$ cat config.mk
export PLATFORM = sky130hd
export DESIGN_NAME = link_ctrl_top
export DESIGN_NICKNAME = d
export VERILOG_FILES = /design/src/source/lc_state_pkg.sv /design/src/source/lc_time_pkg.sv /design/src/source/lc_timer_if.sv /design/src/source/page_scan_window.sv /design/src/source/slave_resp_timers.sv /design/src/source/lc_fsm.sv /design/src/source/link_ctrl_top.sv
export VERILOG_INCLUDE_DIRS = /design/src /design/src/source
export SDC_FILE = /design/constraint.sdc
export NUM_CORES = 1
export LEC_CHECK = 0
export BUFFER_PORTS_ARGS = -buffer_cell sky130_fd_sc_hd__buf_2
export CAP_MARGIN = 10
export CELL_PAD_IN_SITES_DETAIL_PLACEMENT = 1
export CELL_PAD_IN_SITES_GLOBAL_PLACEMENT = 2
export CORE_AREA = 2 2 142 144
export DETAILED_ROUTE_END_ITERATION = 12
export DIE_AREA = 0 0 144 146
export PLACE_DENSITY = 0.65
export RECOVER_POWER = 100
export SYNTH_ARGS = -nofsm -noshare
export SYNTH_HDL_FRONTEND = slang
export SYNTH_SLANG_ARGS = --single-unit
$ cat constraint.sdc
create_clock -name clk_6M -period 2.7 [get_ports clk_6M]
set_input_delay 0.405 -clock clk_6M [delete_from_list [all_inputs] [get_ports clk_6M]]
set_output_delay 0.405 -clock clk_6M [all_outputs]
set_load 0.02 [all_outputs]
$ cat src/source/lc_defs.svh
// link controller counter widths
// protocol time constants for the slave page response

`ifndef LC_DEFS_SVH
`define LC_DEFS_SVH

//////////////////////////////
// counter widths
//////////////////////////////

// microsecond counters
`define LC_US_W 11
// slot counts, scan interval and window
`define LC_SLOT_W 16

//////////////////////////////
// protocol timing
//////////////////////////////

// half slot after the ID transmit starts, in us
`define LC_HALF_SLOT_US 312
// slots to wait for the master FHS
`define LC_PAGE_RESP_TO_SLOTS 8
// slots to wait for the first addressed poll
`define LC_NEW_CONN_TO_SLOTS 16

`endif

$ cat src/source/lc_state_pkg.sv
// link controller state encoding

`default_nettype none

package lc_state_pkg;

  // slave side states only
  // page scan, slave page response, new connection, active
  typedef enum logic [3:0] {
    st_standby          = 4'd0,
    st_page_scan        = 4'd1,
    // send ID back to master
    st_slave_txid       = 4'd2,
    // wait for master FHS
    st_slave_rxfhs      = 4'd3,
    // FHS received, wait slot boundary
    st_slave_rxfhs_done = 4'd4,
    // send ID as FHS ack
    st_slave_ackfhs     = 4'd5,
    // wait first poll from master
    st_conn_new_slave   = 4'd6,
    // reply to the poll
    st_conn_ackpoll     = 4'd7,
    st_conn_active      = 4'd8
  } lc_state_t;

endpackage

`default_nettype wire

$ cat src/source/lc_time_pkg.sv
// vector types for microsecond and slot counts

`default_nettype none

`include "lc_defs.svh"

package lc_time_pkg;

  // us count, half slot delay
  typedef logic [`LC_US_W-1:0] us_count_t;

  // slot count
  // also the page scan interval and window registers
  typedef logic [`LC_SLOT_W-1:0] slot_count_t;

endpackage

`default_nettype wire

$ cat src/source/lc_timer_if.sv
// state machine to slave timer link
// fsm_mp and timer_mp modports

`timescale 1ns/1ps
`default_nettype none

interface lc_timer_if
  import lc_state_pkg::*;
(
  // timing strobes from the top level
  input wire logic p_1us,
  input wire logic s_tslot_p
);

  // current link controller state
  lc_state_t state;

  // timer end pulses
  logic half_slot_endp;
  logic resp_to;
  logic new_conn_to;

  // state machine side
  modport fsm_mp (
    output state,
    input  p_1us, s_tslot_p, half_slot_endp, resp_to, new_conn_to
  );

  // timer side
  modport timer_mp (
    output half_slot_endp, resp_to, new_conn_to,
    input  state, p_1us, s_tslot_p
  );

endinterface

`default_nettype wire

$ cat src/source/page_scan_window.sv
// page scan enable latch
// interval / window slot timer and scan window level

`timescale 1ns/1ps
`default_nettype none

module page_scan_window
  import lc_time_pkg::*;
(
  input  wire logic        clk_6M,
  input  wire logic        rstz,
  // slave slot boundary
  input  wire logic        s_tslot_p,
  // host one-shots
  input  wire logic        page_scan_enable_p,
  input  wire logic        page_scan_cancel_p,
  // connection set up, stop scanning
  input  wire logic        ps_done_p,
  // scan interval and window in slots
  input  wire slot_count_t t_ps_interval,
  input  wire slot_count_t t_ps_window,
  output logic             window
);

  logic        scan_en;
  slot_count_t slot_cnt;
  logic        last_slot;

  //////////////////////////////
  // enable latch
  //////////////////////////////

  // clear beats set when both arrive together
  always_ff @(posedge clk_6M or negedge rstz)
  begin
    if (!rstz)
      scan_en <= 1'b0;
    else if (page_scan_cancel_p || ps_done_p)
      scan_en <= 1'b0;
    else if (page_scan_enable_p)
      scan_en <= 1'b1;
  end

  //////////////////////////////
  // interval slot counter
  //////////////////////////////

  // final slot of the interval
  assign last_slot = (slot_cnt == slot_count_t'(t_ps_interval - 1'b1));

  // enable pulse restarts the interval
  always_ff @(posedge clk_6M or negedge rstz)
  begin
    if (!rstz)
      slot_cnt <= '0;
    else if (page_scan_enable_p)
      slot_cnt <= '0;
    else if (scan_en && s_tslot_p)
    begin
      if (last_slot)
        slot_cnt <= '0;
      else
        slot_cnt <= slot_cnt + 1'b1;
    end
  end

  // window open at the start of every interval
  assign window = scan_en && (slot_cnt < t_ps_window);

endmodule

`default_nettype wire

$ cat src/source/slave_resp_timers.sv
// slave response timers
// half slot delay, page response timeout, new connection timeout

`timescale 1ns/1ps
`default_nettype none

`include "lc_defs.svh"

module slave_resp_timers
  import lc_state_pkg::*;
  import lc_time_pkg::*;
(
  input  wire logic clk_6M,
  input  wire logic rstz,
  lc_timer_if.timer_mp tmr
);

  us_count_t   half_us_cnt;
  slot_count_t resp_slot_cnt;
  slot_count_t conn_slot_cnt;

  logic in_txid;
  logic in_rxfhs;
  logic in_new_slave;

  // each counter lives only in its own state
  assign in_txid      = (tmr.state == st_slave_txid);
  assign in_rxfhs     = (tmr.state == st_slave_rxfhs);
  assign in_new_slave = (tmr.state == st_conn_new_slave);

  //////////////////////////////
  // half slot delay
  //////////////////////////////

  // us since ID transmit start
  always_ff @(posedge clk_6M or negedge rstz)
  begin
    if (!rstz)
      half_us_cnt <= '0;
    else if (!in_txid)
      half_us_cnt <= '0;
    else if (tmr.p_1us)
      half_us_cnt <= half_us_cnt + 1'b1;
  end

  // 312th us strobe in txid
  assign tmr.half_slot_endp = in_txid && tmr.p_1us &&
    (half_us_cnt == us_count_t'(`LC_HALF_SLOT_US - 1));

  //////////////////////////////
  // page response timeout
  //////////////////////////////

  // slots spent waiting for FHS
  always_ff @(posedge clk_6M or negedge rstz)
  begin
    if (!rstz)
      resp_slot_cnt <= '0;
    else if (!in_rxfhs)
      resp_slot_cnt <= '0;
    else if (tmr.s_tslot_p)
      resp_slot_cnt <= resp_slot_cnt + 1'b1;
  end

  // 8th slot pulse without FHS
  assign tmr.resp_to = in_rxfhs && tmr.s_tslot_p &&
    (resp_slot_cnt == slot_count_t'(`LC_PAGE_RESP_TO_SLOTS - 1));

  //////////////////////////////
  // new connection timeout
  //////////////////////////////

  // slots spent waiting for the first poll
  always_ff @(posedge clk_6M or negedge rstz)
  begin
    if (!rstz)
      conn_slot_cnt <= '0;
    else if (!in_new_slave)
      conn_slot_cnt <= '0;
    else if (tmr.s_tslot_p)
      conn_slot_cnt <= conn_slot_cnt + 1'b1;
  end

  // 16th slot pulse, no poll from master
  assign tmr.new_conn_to = in_new_slave && tmr.s_tslot_p &&
    (conn_slot_cnt == slot_count_t'(`LC_NEW_CONN_TO_SLOTS - 1));

endmodule

`default_nettype wire

$ cat src/source/lc_fsm.sv
// link controller state machine with return state
// state decodes, transmit start and first slot flag

`timescale 1ns/1ps
`default_nettype none

module lc_fsm
  import lc_state_pkg::*;
(
  input  wire logic    clk_6M,
  input  wire logic    rstz,
  lc_timer_if.fsm_mp   tmr,
  // page scan window level
  input  wire logic    window,
  // access code match from the correlator
  input  wire logic    corre_hit,
  // FHS with good HEC and CRC
  input  wire logic    fhs_ok,
  // current rx packet is a poll to us
  input  wire logic    poll_addressed,
  // host transmit command
  input  wire logic    tx_cmd_p,
  output logic         ps_done_p,
  output logic         ps,
  output logic         spr,
  output logic         conns,
  output logic         pstxid,
  output logic         psrxfhs,
  output logic         psackfhs,
  output logic         connsnewslave,
  output logic         ps_pagerespto,
  output logic         tx_packet_st_p,
  output logic         tx_first_slot
);

  lc_state_t cs;
  lc_state_t ns;
  lc_state_t ret_q;
  lc_state_t ret_d;

  logic ps_hit_p;
  logic poll_acc_p;
  logic conn_tx_p;
  logic tx_pend;

  //////////////////////////////
  // state registers
  //////////////////////////////

  // updated every clock, no 1us gating
  always_ff @(posedge clk_6M or negedge rstz)
  begin
    if (!rstz)
    begin
      cs    <= st_standby;
      ret_q <= st_standby;
    end
    else
    begin
      cs    <= ns;
      ret_q <= ret_d;
    end
  end

  assign tmr.state = cs;

  //////////////////////////////
  // next state
  //////////////////////////////

  always_comb
  begin
    ns    = cs;
    ret_d = ret_q;
    case (cs)
      st_standby, st_conn_active:
      begin
        // remember where to come back to
        if (window)
        begin
          ns    = st_page_scan;
          ret_d = cs;
        end
      end
      st_page_scan:
      begin
        // window test before the hit
        if (!window)
          ns = ret_q;
        else if (corre_hit)
          ns = st_slave_txid;
      end
      st_slave_txid:
        if (tmr.half_slot_endp)
          ns = st_slave_rxfhs;
      st_slave_rxfhs:
      begin
        // timeout wins over a late FHS
        if (tmr.resp_to)
          ns = st_page_scan;
        else if (fhs_ok)
          ns = st_slave_rxfhs_done;
      end
      st_slave_rxfhs_done:
        if (tmr.s_tslot_p)
          ns = st_slave_ackfhs;
      st_slave_ackfhs:
        if (tmr.s_tslot_p)
          ns = st_conn_new_slave;
      st_conn_new_slave:
      begin
        if (poll_acc_p)
          ns = st_conn_ackpoll;
        else if (tmr.new_conn_to)
          ns = st_standby;
      end
      st_conn_ackpoll:
        if (tmr.s_tslot_p)
          ns = st_conn_active;
      default:
        ns = st_standby;
    endcase
  end

  //////////////////////////////
  // event pulses
  //////////////////////////////

  // ack sent, scanning is over
  assign ps_done_p  = (cs == st_slave_ackfhs) && tmr.s_tslot_p;
  // sync hit while scanning
  assign ps_hit_p   = (cs == st_page_scan) && window && corre_hit;
  // addressed poll at the slot boundary
  assign poll_acc_p = (cs == st_conn_new_slave) && poll_addressed && tmr.s_tslot_p;
  // pending host packet at the next slave slot
  assign conn_tx_p  = (cs == st_conn_active) && tmr.s_tslot_p && tx_pend;

  assign ps_pagerespto = (cs == st_slave_rxfhs) && tmr.resp_to;

  // ID reply, FHS ack, poll reply, host data
  assign tx_packet_st_p = ps_hit_p ||
                          ((cs == st_slave_rxfhs_done) && tmr.s_tslot_p) ||
                          poll_acc_p ||
                          conn_tx_p;

  //////////////////////////////
  // transmit command and first slot
  //////////////////////////////

  // a new command keeps the request alive
  always_ff @(posedge clk_6M or negedge rstz)
  begin
    if (!rstz)
      tx_pend <= 1'b0;
    else if (tx_cmd_p)
      tx_pend <= 1'b1;
    else if (conn_tx_p)
      tx_pend <= 1'b0;
  end

  // high through the slot a packet starts in
  always_ff @(posedge clk_6M or negedge rstz)
  begin
    if (!rstz)
      tx_first_slot <= 1'b0;
    else if (tx_packet_st_p)
      tx_first_slot <= 1'b1;
    else if (tmr.s_tslot_p)
      tx_first_slot <= 1'b0;
  end

  //////////////////////////////
  // state decodes
  //////////////////////////////

  assign ps       = (cs == st_page_scan);
  assign pstxid   = (cs == st_slave_txid);
  assign psackfhs = (cs == st_slave_ackfhs);
  assign psrxfhs  = (cs == st_slave_rxfhs) || (cs == st_slave_rxfhs_done);
  // whole slave page response
  assign spr      = pstxid || psrxfhs || psackfhs;
  assign connsnewslave = (cs == st_conn_new_slave) || (cs == st_conn_ackpoll);
  assign conns    = connsnewslave || (cs == st_conn_active);

endmodule

`default_nettype wire

$ cat src/source/link_ctrl_top.sv
// slave link controller top level
// page scan window, response timers and state machine

`timescale 1ns/1ps
`default_nettype none

module link_ctrl_top
  import lc_time_pkg::*;
(
  input  wire logic        clk_6M,
  input  wire logic        rstz,
  // timing strobes
  input  wire logic        p_1us,
  input  wire logic        s_tslot_p,
  // host page scan control
  input  wire logic        page_scan_enable_p,
  input  wire logic        page_scan_cancel_p,
  input  wire slot_count_t t_ps_interval,
  input  wire slot_count_t t_ps_window,
  // receive side events
  input  wire logic        corre_hit,
  input  wire logic        fhs_ok,
  input  wire logic        poll_addressed,
  input  wire logic        tx_cmd_p,
  // state levels
  output logic             ps,
  output logic             spr,
  output logic             conns,
  output logic             pstxid,
  output logic             psrxfhs,
  output logic             psackfhs,
  output logic             connsnewslave,
  output logic             page_scan_window,
  output logic             ps_pagerespto,
  output logic             tx_packet_st_p,
  output logic             tx_first_slot
);

  // connection made, drop scan enable
  logic ps_done_p;

  // timer link, strobes come straight from the ports
  lc_timer_if tmr (
    .p_1us     (p_1us),
    .s_tslot_p (s_tslot_p)
  );

  page_scan_window page_scan_window_i (
    .clk_6M             (clk_6M),
    .rstz               (rstz),
    .s_tslot_p          (s_tslot_p),
    .page_scan_enable_p (page_scan_enable_p),
    .page_scan_cancel_p (page_scan_cancel_p),
    .ps_done_p          (ps_done_p),
    .t_ps_interval      (t_ps_interval),
    .t_ps_window        (t_ps_window),
    .window             (page_scan_window)
  );

  slave_resp_timers slave_resp_timers_i (
    .clk_6M (clk_6M),
    .rstz   (rstz),
    .tmr    (tmr.timer_mp)
  );

  lc_fsm lc_fsm_i (
    .clk_6M         (clk_6M),
    .rstz           (rstz),
    .tmr            (tmr.fsm_mp),
    .window         (page_scan_window),
    .corre_hit      (corre_hit),
    .fhs_ok         (fhs_ok),
    .poll_addressed (poll_addressed),
    .tx_cmd_p       (tx_cmd_p),
    .ps_done_p      (ps_done_p),
    .ps             (ps),
    .spr            (spr),
    .conns          (conns),
    .pstxid         (pstxid),
    .psrxfhs        (psrxfhs),
    .psackfhs       (psackfhs),
    .connsnewslave  (connsnewslave),
    .ps_pagerespto  (ps_pagerespto),
    .tx_packet_st_p (tx_packet_st_p),
    .tx_first_slot  (tx_first_slot)
  );

endmodule

`default_nettype wire

==> metrics.txt, run 1 <==
vias in the first global route 5027; grt total ovfl 0; CP arrival 2430 ps; DP HPWL 11.4 mm; post-place setup slack -130 ps; pwr dens 536 nW/um2; Clock Sinks 70; clk slew on worst S/H paths 60 ps; number of remaining DRC errors 0; Post-synth EDFFs 0; setup ws final -139 ps; maxcap violations 1; Yosys top cell area share 36.6%; nature of the critical path endpoint primary output; maximum vdd drop 318 uV; Yosys top cell by area dfrtp_1; Die H 146 um; Yosys cell types 60; hold path startpoint page_scan_cancel_p; share of post-route cells with drive strength above 1 23.9%; via-per-instance ratio 4.87; initial antenna violation count 0; Mapped Area 4790 um2; # hold bufs at CTS 0; worst-path fanout max 3; Slew @ Worst Pin 1500 ps; FF-to-FF Start page_scan_window_i.slot_cnt[5]$_DFFE_PN0P_; YS warnings 0; predominant post-synthesis flop cell dfrtp_1; synth-to-layout area growth 28.2%; Post-DP Area 5710 um2; CTS Buf Count 9; Async SR Flop Fraction 100%; Final Max Slew Viols 0; DIE WIDTH 144 um; hold endpoint page_scan_window_i.scan_en$_DFFE_PN0P_; H-tree depth 3; CP Depth 8; max incr delay on CP 420 ps; gpl congestion 0.807; die footprint 21000 um2; Synth Register Bits 70; via count 4530; RSZ-0062 raised after global routing true; Root Driver clkbuf_16; Initial Util 24.8%; NumNets Final 722; failing checks max-capacitance violations, negative setup slack; Fin Clk Skew 9.31 ps; reg2reg path depth 11; final setup fails 2; Register Area 1750 um2; GR Util All Layers 15.0%; R2R Setup Slk 60 ps; final wirelength 14.9 mm; Synth area leaders dfrtp_1 37%, xor2_1 6.6%, nor2_1 5.4%; Final ANT Viol Nets 0; deepest clock path buffer count 2; Tmin final 2840 ps; syn avg cell area 8.59 um2; worst skew pair latency 340 ps; Core ar. 19300 um2; crit-path cells ha_1, nand4_1, or3_1, o32ai_2, buf_4, nor3_4, a31o_4, buf_6; initial drt markers 191; I/O pin total 53; Inserted Diodes 0; total power 3.29 mW; largest net degree at the start of global routing 45; Final Hold Violating Endpoints 0; CTS tree built; Fillers 2334; num rows 51; Top delay family on crit path simple AND/OR/NAND/NOR gates; CP Data Required Time 2300 ps; wire per inst 16.0 um; Seq/Total Area, Yosys 36.6%; Worst Hold Class in -> reg; fin area 6140 um2; area occupied by multi-input gates 2930 um2; worst path buffer plus inverter count 2; Crit Path Class reg -> out; Hold Path Cell Cnt 2; I/O Buffers 52; status finished with violations; r2r endpoint lc_fsm_i.tmr.state[0]$_DFFE_PN0P_; syn_nets 620; Worst slew margin 0.241%; Max Fclk 352 MHz; first-pass GRT wire length 25.1 mm; CP max-delay cell dfrtp_1; period utilization 105%; Post-Synthesis Cells 558; P_leak 2.70 nW; drt pass-1 iters 4; Startpoint Class flip-flop
==> sequential cells by signal, indices dropped and copies added, names as in the netlist <==
name	count
slave_resp_timers_i.conn_slot_cnt	16
lc_fsm_i.ret_q	4
page_scan_window_i.scan_en	1
slave_resp_timers_i.half_us_cnt	11
lc_fsm_i.tx_pend	1
lc_fsm_i.tmr.state	4
page_scan_window_i.slot_cnt	16
lc_fsm_i.tx_first_slot	1
slave_resp_timers_i.resp_slot_cnt	16
==> stage by stage <==
stage	cells	hold WS, ps	util (%)	TNS [ps]
2_1_floorplan	558	109	-	0
6_report	930	242	31.8	-163
3_5_place_dp	907	472	29.5	-1230
3_3_place_gp	907	468	29.5	-511
4_1_cts	926	108	31.4	-262
5_1_grt	930	242	31.8	-337
==> layer usage <==
metal | GRT usage, % | vias up | wire length, um
met2 | 26.3 | 63 | 7440
met5 | 0 | - | 0
met3 | 2.67 | 12 | 406
li1 | - | 2186 | -
met1 | 18.9 | 2269 | 6870
met4 | 4.02 | 0 | 166
==> kinds of logic after synthesis <==
logic type      after synthesis  share of synthesized area [%]
simple gates                256                           26.7
compound gates               94                           14.5
flops                        70                           36.6
xor+xnor                     58                           10.6
buf+inv                      50                           4.18
fa+ha+maj                    20                           5.22
mux                          10                           2.22
==> worst max path at each step <==
stage / end / slack [ps] / startpoint
detailed placement: page_scan_window_i.slot_cnt[7]$_DFFE_PN0P_ / -130 / t_ps_interval[0]
global route: tx_packet_st_p / -210 / page_scan_window_i.slot_cnt[15]$_DFFE_PN0P_
CTS: tx_packet_st_p / -140 / page_scan_window_i.slot_cnt[15]$_DFFE_PN0P_
global placement: page_scan_window_i.slot_cnt[14]$_DFFE_PN0P_ / -60 / t_ps_interval[1]
finish: tx_packet_st_p / -140 / page_scan_window_i.slot_cnt[15]$_DFFE_PN0P_
floorplan: lc_fsm_i.tmr.state[0]$_DFFE_PN0P_ / 10 / t_ps_window[5]
==> synth_stat cells, types with 11 or more instances <==
cell type	instances
a21oi_1	12
clkbuf_1	11
dfrtp_1	70
ha_1	20
inv_1	32
nand2_1	65
nand3_1	25
nand4_1	17
nor2_1	69
nor3_1	14
nor4_1	13
o21ai_0	18
xnor2_1	22
xor2_1	36
==> layout make-up <==
cell class / count / area share (%)
Tap cell: 265 / 5.40
Sequential cell: 70 / 28.5
Multi-Input combinational cell: 438 / 47.6
Timing Repair Buffer: 109 / 11.4
Clock buffer: 11 / 4.11
Inverter: 32 / 1.96
Clock inverter: 5 / 0.917
==> power breakdown <==
group          internal [mW]  total, mW  switching (mW)
logic                  0.384      0.927           0.543
clock network          0.765       1.23           0.469
registers               1.09       1.13          0.0439
total                   2.24       3.29            1.06
==> repair_timing <==
action	4_1_cts	5_1_grt
cloned	0	0
setup buffers	3	4
resized for setup	5	13
pin swaps	6	3
setup endpoints to repair	2	4
==> cells in the final DEF, fill, tap and decap left out, types with 5 or more instances in the layout <==
master / n
nand3_1: 25
nor4_1: 13
nor2_1: 69
nor3_1: 14
buf_4: 52
o211ai_1: 8
xnor2_1: 22
a21oi_1: 11
ha_1: 17
and3_1: 10
inv_1: 31
dfrtp_1: 70
o211ai_2: 7
o2111ai_1: 7
or3_1: 7
clkbuf_16: 9
nand4_1: 17
o21ai_0: 18
nand2b_1: 8
a21o_1: 8
xor2_1: 36
nand2_1: 65
clkbuf_1: 5
buf_2: 48
No activity file was read; power rests on OpenSTA's default activity.
==> inputs of run 2 (changes only) <==
--- a/config.mk
+++ b/config.mk
@@ -13,6 +13,7 @@
 export CORE_AREA = 2 2 142 144
 export DETAILED_ROUTE_END_ITERATION = 12
 export DIE_AREA = 0 0 144 146
+export GPL_TIMING_DRIVEN = 0
 export PLACE_DENSITY = 0.65
 export RECOVER_POWER = 100
 export SYNTH_ARGS = -nofsm -noshare
==> run 2 against run 1 <==
The flow finishes with violations (max-capacitance violations, max-slew violations, negative setup slack). Sequential share of layout area is 0.23 points lower. Setup slack improved by 87 ps. Register-to-register slack better by 20 ps. Routed wire length up 1.1%. Clock power grew 23%. Cell count is 1.9% lower. Combinational power shrank 2.6%. Sequential power about the same. Global-route usage shrank 0.22 points. Largest cell class unchanged.
==> metrics.txt, run 2 (same netlist as run 1, synthesis figures left out) <==
NumNets Final 704 (was 722); Fin Clk Skew 7.54 ps (was 9.31 ps); Worst Hold Class in -> reg (unchanged); Root Driver clkbuf_16 (unchanged); Inserted Diodes 0 (unchanged); CP Launch Point page_scan_window_i.slot_cnt[14]$_DFFE_PN0P_ (was page_scan_window_i.slot_cnt[15]$_DFFE_PN0P_); P_leak 2.61 nW (was 2.70 nW); Final ANT Viol Nets 0 (unchanged); wire per inst 16.5 um (was 16.0 um); DP HPWL 10.9 mm (was 11.4 mm); Startpoint Class flip-flop (unchanged); pwr dens 569 nW/um2 (was 536 nW/um2); CP Data Required Time 2300 ps (about the same); maxcap violations 1 (unchanged); max incr delay on CP 430 ps (was 420 ps); Final Max Slew Viols 28 (was 0); Core ar. 19300 um2 (unchanged); num rows 51 (unchanged); gpl congestion 0.827 (was 0.807); r2r endpoint lc_fsm_i.tmr.state[2]$_DFFE_PN0P_ (was lc_fsm_i.tmr.state[0]$_DFFE_PN0P_); CP max-delay cell dfrtp_2 (was dfrtp_1); grt total ovfl 0 (unchanged); Initial Util 24.8% (unchanged); setup ws final -52.3 ps (was -139 ps); DIE WIDTH 144 um (unchanged); R2R Setup Slk 80 ps (was 60 ps); Final Non-Filler Cells 912 (was 930); crit-path cells ha_4, nand4_1, or3_4, o32ai_4, nor3_4, a31o_4, buf_6 (was ha_1, nand4_1, or3_1, o32ai_2, buf_4, nor3_4, a31o_4, buf_6); CTS Buf Count 9 (unchanged); Crit Path Class reg -> out (unchanged); I/O pin total 53 (unchanged); maximum vdd drop 258 uV (was 318 uV); synth-to-layout area growth 30.0% (was 28.2%); FF-to-FF Start page_scan_window_i.slot_cnt[5]$_DFFE_PN0P_ (unchanged); Worst slew margin -16.9% (was 0.241%); via count 4447 (was 4530); reg2reg path depth 10 (was 11); Min Hold Slack 231 ps (was 242 ps); Die H 146 um (unchanged); Tmin final 2750 ps (was 2840 ps); total power 3.55 mW (was 3.29 mW); H-tree depth 3 (unchanged); initial antenna violation count 0 (unchanged); worst-path fanout max 2 (was 3); share of post-route cells with drive strength above 1 22.7% (was 23.9%); deepest clock path buffer count 2 (unchanged); initial drt markers 165 (was 191); Max Fclk 363 MHz (was 352 MHz); RSZ-0062 raised after global routing true (unchanged); via-per-instance ratio 4.88 (was 4.87); largest net degree at the start of global routing 44 (was 45); CTS tree built (unchanged); failing checks max-capacitance violations, max-slew violations, negative setup slack (was max-capacitance violations, negative setup slack); drt pass-1 iters 4 (unchanged); Slew @ Worst Pin 1750 ps (was 1500 ps); post-layout util 32.2% (was 31.8%); nature of the critical path endpoint primary output (unchanged); final wirelength 15.0 mm (was 14.9 mm); Final Hold Violating Endpoints 0 (unchanged); first-pass GRT wire length 24.7 mm (was 25.1 mm); I/O Buffers 51 (was 52); final setup fails 1 (was 2); number of remaining DRC errors 0 (unchanged); placed insts 875 (was 907); worst skew pair latency 350 ps (was 340 ps); hold path startpoint tx_cmd_p (was page_scan_cancel_p); GR Util All Layers 14.8% (was 15.0%); status finished with violations (unchanged); vias in the first global route 4848 (was 5027); most frequent cells in the layout 69 x nor2_1, 64 x nand2_1, 62 x dfrtp_1 (was 70 x dfrtp_1, 69 x nor2_1, 65 x nand2_1); Clock Sinks 70 (unchanged); die footprint 21000 um2 (unchanged); clk slew on worst S/H paths 60 ps (about the same); CP endpoint tx_packet_st_p (unchanged); period utilization 102% (was 105%); commonest non-fill, non-tap cell in the layout nor2_1 (was dfrtp_1); CP arrival 2350 ps (was 2430 ps); largest registers page_scan_window_i.slot_cnt x16, slave_resp_timers_i.conn_slot_cnt x16, slave_resp_timers_i.resp_slot_cnt x16 (unchanged)
run 2: cell types whose count changed in the layout (fill, tap and decap cells not counted), moves of 2 or more:
cell	change
nor3_2	+2
bufinv_16	+3
buf_1	+2
dfrtp_2	+8
dfrtp_1	-8
a2111oi_1	-2
buf_2	-4
buf_4	-31
ha_4	+2
clkbuf_1	+12
nor3_1	-2
run 2: worst min path at each step:
| stage | endpoint | slack [ps] | depth (start not counted) |
|---|---|---|---|
| finish | lc_fsm_i.tx_pend$_DFFE_PN0P_ | 230 | 2 |
| global route | page_scan_window_i.scan_en$_DFFE_PN0P_ | 240 | 2 |
| CTS | lc_fsm_i.tx_pend$_DFFE_PN0P_ | 220 | 2 |
| detailed placement | slave_resp_timers_i.half_us_cnt[3]$_DFFE_PN0P_ | 370 | 1 |
| global placement | lc_fsm_i.ret_q[1]$_DFFE_PN0P_ | 470 | 1 |
| floorplan | lc_fsm_i.ret_q[0]$_DFFE_PN0P_ | 110 | 0 |
run 2: cell type report:
cell class                      count  area (um2)
Buffer                             17        86.3
Clock buffer                       10         239
Clock inverter                      6         133
Fill cell                        2298       13100
Inverter                           32         123
Multi-Input combinational cell    438        3080
Sequential cell                    70        1760
Tap cell                          265         332
Timing Repair Buffer               74         474
run 2: per-stage QoR:
stage	area (um2)	setup WS, ps	TNS [ps]
floorplan	4810	12.5	0
global placement	5390	-577	-9670
detailed placement	5420	-695	-11880
CTS	6080	-162	-270
global route	6230	-147	-384
finish	6230	-52.3	-52.3
run 2: power by group:
part / internal, mW / total, mW / switching (mW)
clock network: 1.02 / 1.51 / 0.489
logic: 0.346 / 0.903 / 0.557
registers: 1.09 / 1.13 / 0.0456
run 2: timing repair:
item / 4_1_cts / 5_1_grt
hold endpoints to repair: 7 / 0
buffers inserted: 15 / 4
gates cloned: 1 / 1
pin swaps: 10 / 7
hold buffers: 1 / 0
resized for setup: 35 / 19
endpoints found under the setup margin: 28 / 24
run 2: worst max-delay path, delay by kind of cell (launching register included):
kind | cells | cell delay (ps)
flops | 1 | 430
fa+ha+maj | 1 | 270
simple gates | 3 | 650
buf+inv | 1 | 130
compound gates | 2 | 530
run 2: routing by layer:
metal / vias up / global-route usage [%] / routed length [um]
met5: - / 0 / 0
li1: 2154 / - / -
met2: 78 / 24.6 / 7330
met3: 22 / 2.07 / 379
met4: 0 / 5.49 / 298
met1: 2193 / 19.4 / 7040
==> inputs of run 3 (changes only) <==
--- a/config.mk
+++ b/config.mk
@@ -16,6 +16,7 @@
 export GPL_TIMING_DRIVEN = 0
 export PLACE_DENSITY = 0.65
 export RECOVER_POWER = 100
+export REMOVE_ABC_BUFFERS = 1
 export SYNTH_ARGS = -nofsm -noshare
 export SYNTH_HDL_FRONTEND = slang
 export SYNTH_SLANG_ARGS = --single-unit
==> run 3 against run 2 <==
The flow finishes with violations (negative setup slack). Global-route usage is 0.37 points lower. Highest routed layer unchanged. Largest cell class unchanged. Largest power group is now sequential cells. First-iteration DRC count is 3.0% lower. Setup slack got worse by 30 ps.
==> metrics.txt, run 3 (same netlist as run 1, synthesis figures left out) <==
Root Driver clkbuf_16 (unchanged); DIE WIDTH 144 um (unchanged); failing checks negative setup slack (was max-capacitance violations, max-slew violations, negative setup slack); Die H 146 um (unchanged); nature of the critical path endpoint primary output (unchanged); largest registers page_scan_window_i.slot_cnt x16, slave_resp_timers_i.conn_slot_cnt x16, slave_resp_timers_i.resp_slot_cnt x16 (unchanged); num rows 51 (unchanged); FF-to-FF Start page_scan_window_i.slot_cnt[5]$_DFFE_PN0P_ (unchanged); final wirelength 14.6 mm (was 15.0 mm); initial drt markers 160 (was 165); CTS tree built (unchanged); setup TNS -197 ps (was -52.3 ps); Clock Sinks 70 (unchanged); CTS Buf Count 9 (unchanged); Top delay family on crit path simple AND/OR/NAND/NOR gates (unchanged); Core ar. 19300 um2 (unchanged); crit-path cells ha_4, nand4_1, or3_4, o32ai_4, nor3_4, a31o_4, buf_6 (unchanged); reg2reg path depth 10 (unchanged); final setup fails 6 (was 1); vias in the first global route 4759 (was 4848); maxcap violations 0 (was 1); H-tree depth 3 (unchanged); Tmin final 2780 ps (was 2750 ps); GR Util All Layers 14.4% (was 14.8%); commonest non-fill, non-tap cell in the layout nor2_1 (unchanged); worst skew pair latency 350 ps (about the same); Inserted Diodes 0 (unchanged); Slew @ Worst Pin 973 ps (was 1750 ps); die footprint 21000 um2 (unchanged); period utilization 103% (was 102%); Worst slew margin 34.9% (was -16.9%); largest net degree at the start of global routing 56 (was 44); R2R Setup Slk 0 ps (was 80 ps); P_leak 2.59 nW (was 2.61 nW); Fin Clk Skew 8.98 ps (was 7.54 ps); max incr delay on CP 430 ps (about the same); Post-DP Area 5340 um2 (was 5420 um2); CP arrival 2380 ps (was 2350 ps); NumNets Final 703 (was 704); Final ANT Viol Nets 0 (unchanged); worst-path fanout max 2 (unchanged); clk slew on worst S/H paths 60 ps (about the same); hold endpoint page_scan_window_i.scan_en$_DFFE_PN0P_ (was lc_fsm_i.tx_pend$_DFFE_PN0P_); first-pass GRT wire length 24.4 mm (was 24.7 mm); number of remaining DRC errors 0 (unchanged); I/O Buffers 52 (was 51); via-per-instance ratio 4.84 (was 4.88); Startpoint Class flip-flop (unchanged); Final Hold Violating Endpoints 0 (unchanged); status finished with violations (unchanged); pwr dens 512 nW/um2 (was 569 nW/um2); deepest clock path buffer count 2 (unchanged); Hold Path Cell Cnt 2 (unchanged); r2r endpoint lc_fsm_i.tmr.state[2]$_DFFE_PN0P_ (unchanged); drt pass-1 iters 4 (unchanged); worst path buffer plus inverter count 1 (unchanged); I/O pin total 53 (unchanged); most frequent cells in the layout 69 x nor2_1, 65 x nand2_1, 57 x dfrtp_1 (was 69 x nor2_1, 64 x nand2_1, 62 x dfrtp_1); Final Max Slew Viols 0 (was 28); Max Fclk 359 MHz (was 363 MHz); hold path startpoint page_scan_cancel_p (was tx_cmd_p); grt total ovfl 0 (unchanged); gpl congestion 0.797 (was 0.827); Initial Util 24.8% (unchanged); RSZ-0062 raised after global routing true (unchanged); CP max-delay cell dfrtp_2 (unchanged); initial antenna violation count 0 (unchanged); maximum vdd drop 411 uV (was 258 uV); via count 4404 (was 4447); setup ws final -82.7 ps (was -52.3 ps); wire per inst 16.1 um (was 16.5 um); Crit Path Class reg -> out (unchanged); fin area 6170 um2 (was 6230 um2); DP HPWL 10.4 mm (was 10.9 mm); CP Data Required Time 2300 ps (about the same); share of post-route cells with drive strength above 1 24.5% (was 22.7%); synth-to-layout area growth 28.9% (was 30.0%); Worst Hold Class in -> reg (unchanged)
==> run 3: worst max path at each step <==
stage	start	endpoint	slack [ps]	depth (start not counted)
finish	page_scan_window_i.slot_cnt[15]$_DFFE_PN0P_	tx_packet_st_p	-80	7
global route	page_scan_window_i.slot_cnt[6]$_DFFE_PN0P_	tx_packet_st_p	-180	7
CTS	page_scan_window_i.slot_cnt[15]$_DFFE_PN0P_	tx_packet_st_p	-210	7
detailed placement	t_ps_interval[0]	page_scan_window_i.slot_cnt[4]$_DFFE_PN0P_	-1290	10
global placement	t_ps_interval[0]	page_scan_window_i.slot_cnt[3]$_DFFE_PN0P_	-1260	10
floorplan	t_ps_interval[0]	page_scan_window_i.slot_cnt[3]$_DFFE_PN0P_	-380	9
==> run 3: cell type report <==
type / instances / area [um2]
clock buffer: 14 / 264
timing repair buffer: 90 / 589
clock inverter: 1 / 5.00
multi-input combinational: 438 / 3090
sequential: 70 / 1770
fill: 2269 / 13200
inverter: 32 / 125
tap: 265 / 332
==> run 3: metal layers <==
metal  track usage, %  share of wire, %  vias to the layer above
li1                 -                 -                     2143
met1             18.2                45                     2180
met2             25.0                51                       62
met3             1.94               2.3                       19
met4             5.39               2.2                        0
met5                0                 0                        -
==> run 3: what timing repair did <==
action,CTS,global route
hold endpoints to repair,15,0
setup buffers,20,14
setup endpoints to repair,25,23
pin swaps,10,6
resized for setup,42,23
hold buffers,1,0
cloned,0,1
==> run 3: through the flow <==
stage          std cells  hold WS [ps]  power (mW)  setup slack, ps  util, %
5_1_grt              910           221        3.34             -181     31.9
2_1_floorplan        540           109        1.61             -384        -
3_5_place_dp         859           294        1.90            -1290     27.6
3_3_place_gp         857           464        1.88            -1260     27.4
6_report             910           215        3.16            -82.7     31.9
4_1_cts              895           205        3.17             -205     31.0
==> run 3: power by group <==
group          total (mW)  switching [mW]  internal (mW)
combinational       0.855           0.512          0.343
clock                1.12           0.454          0.667
sequential           1.18          0.0946           1.09
total                3.16            1.06           2.10
==> run 3: worst reg2reg max path, stage by stage, from the launching register on <==
cell and delay [ps]:
dfrtp_2 420, ha_1 300, a21o_1 180, a21o_1 180, a21oi_2 180, o32ai_4 130
nor3_4 230, buf_4 190, buf_4 160, mux2i_4 260, mux2_2 350
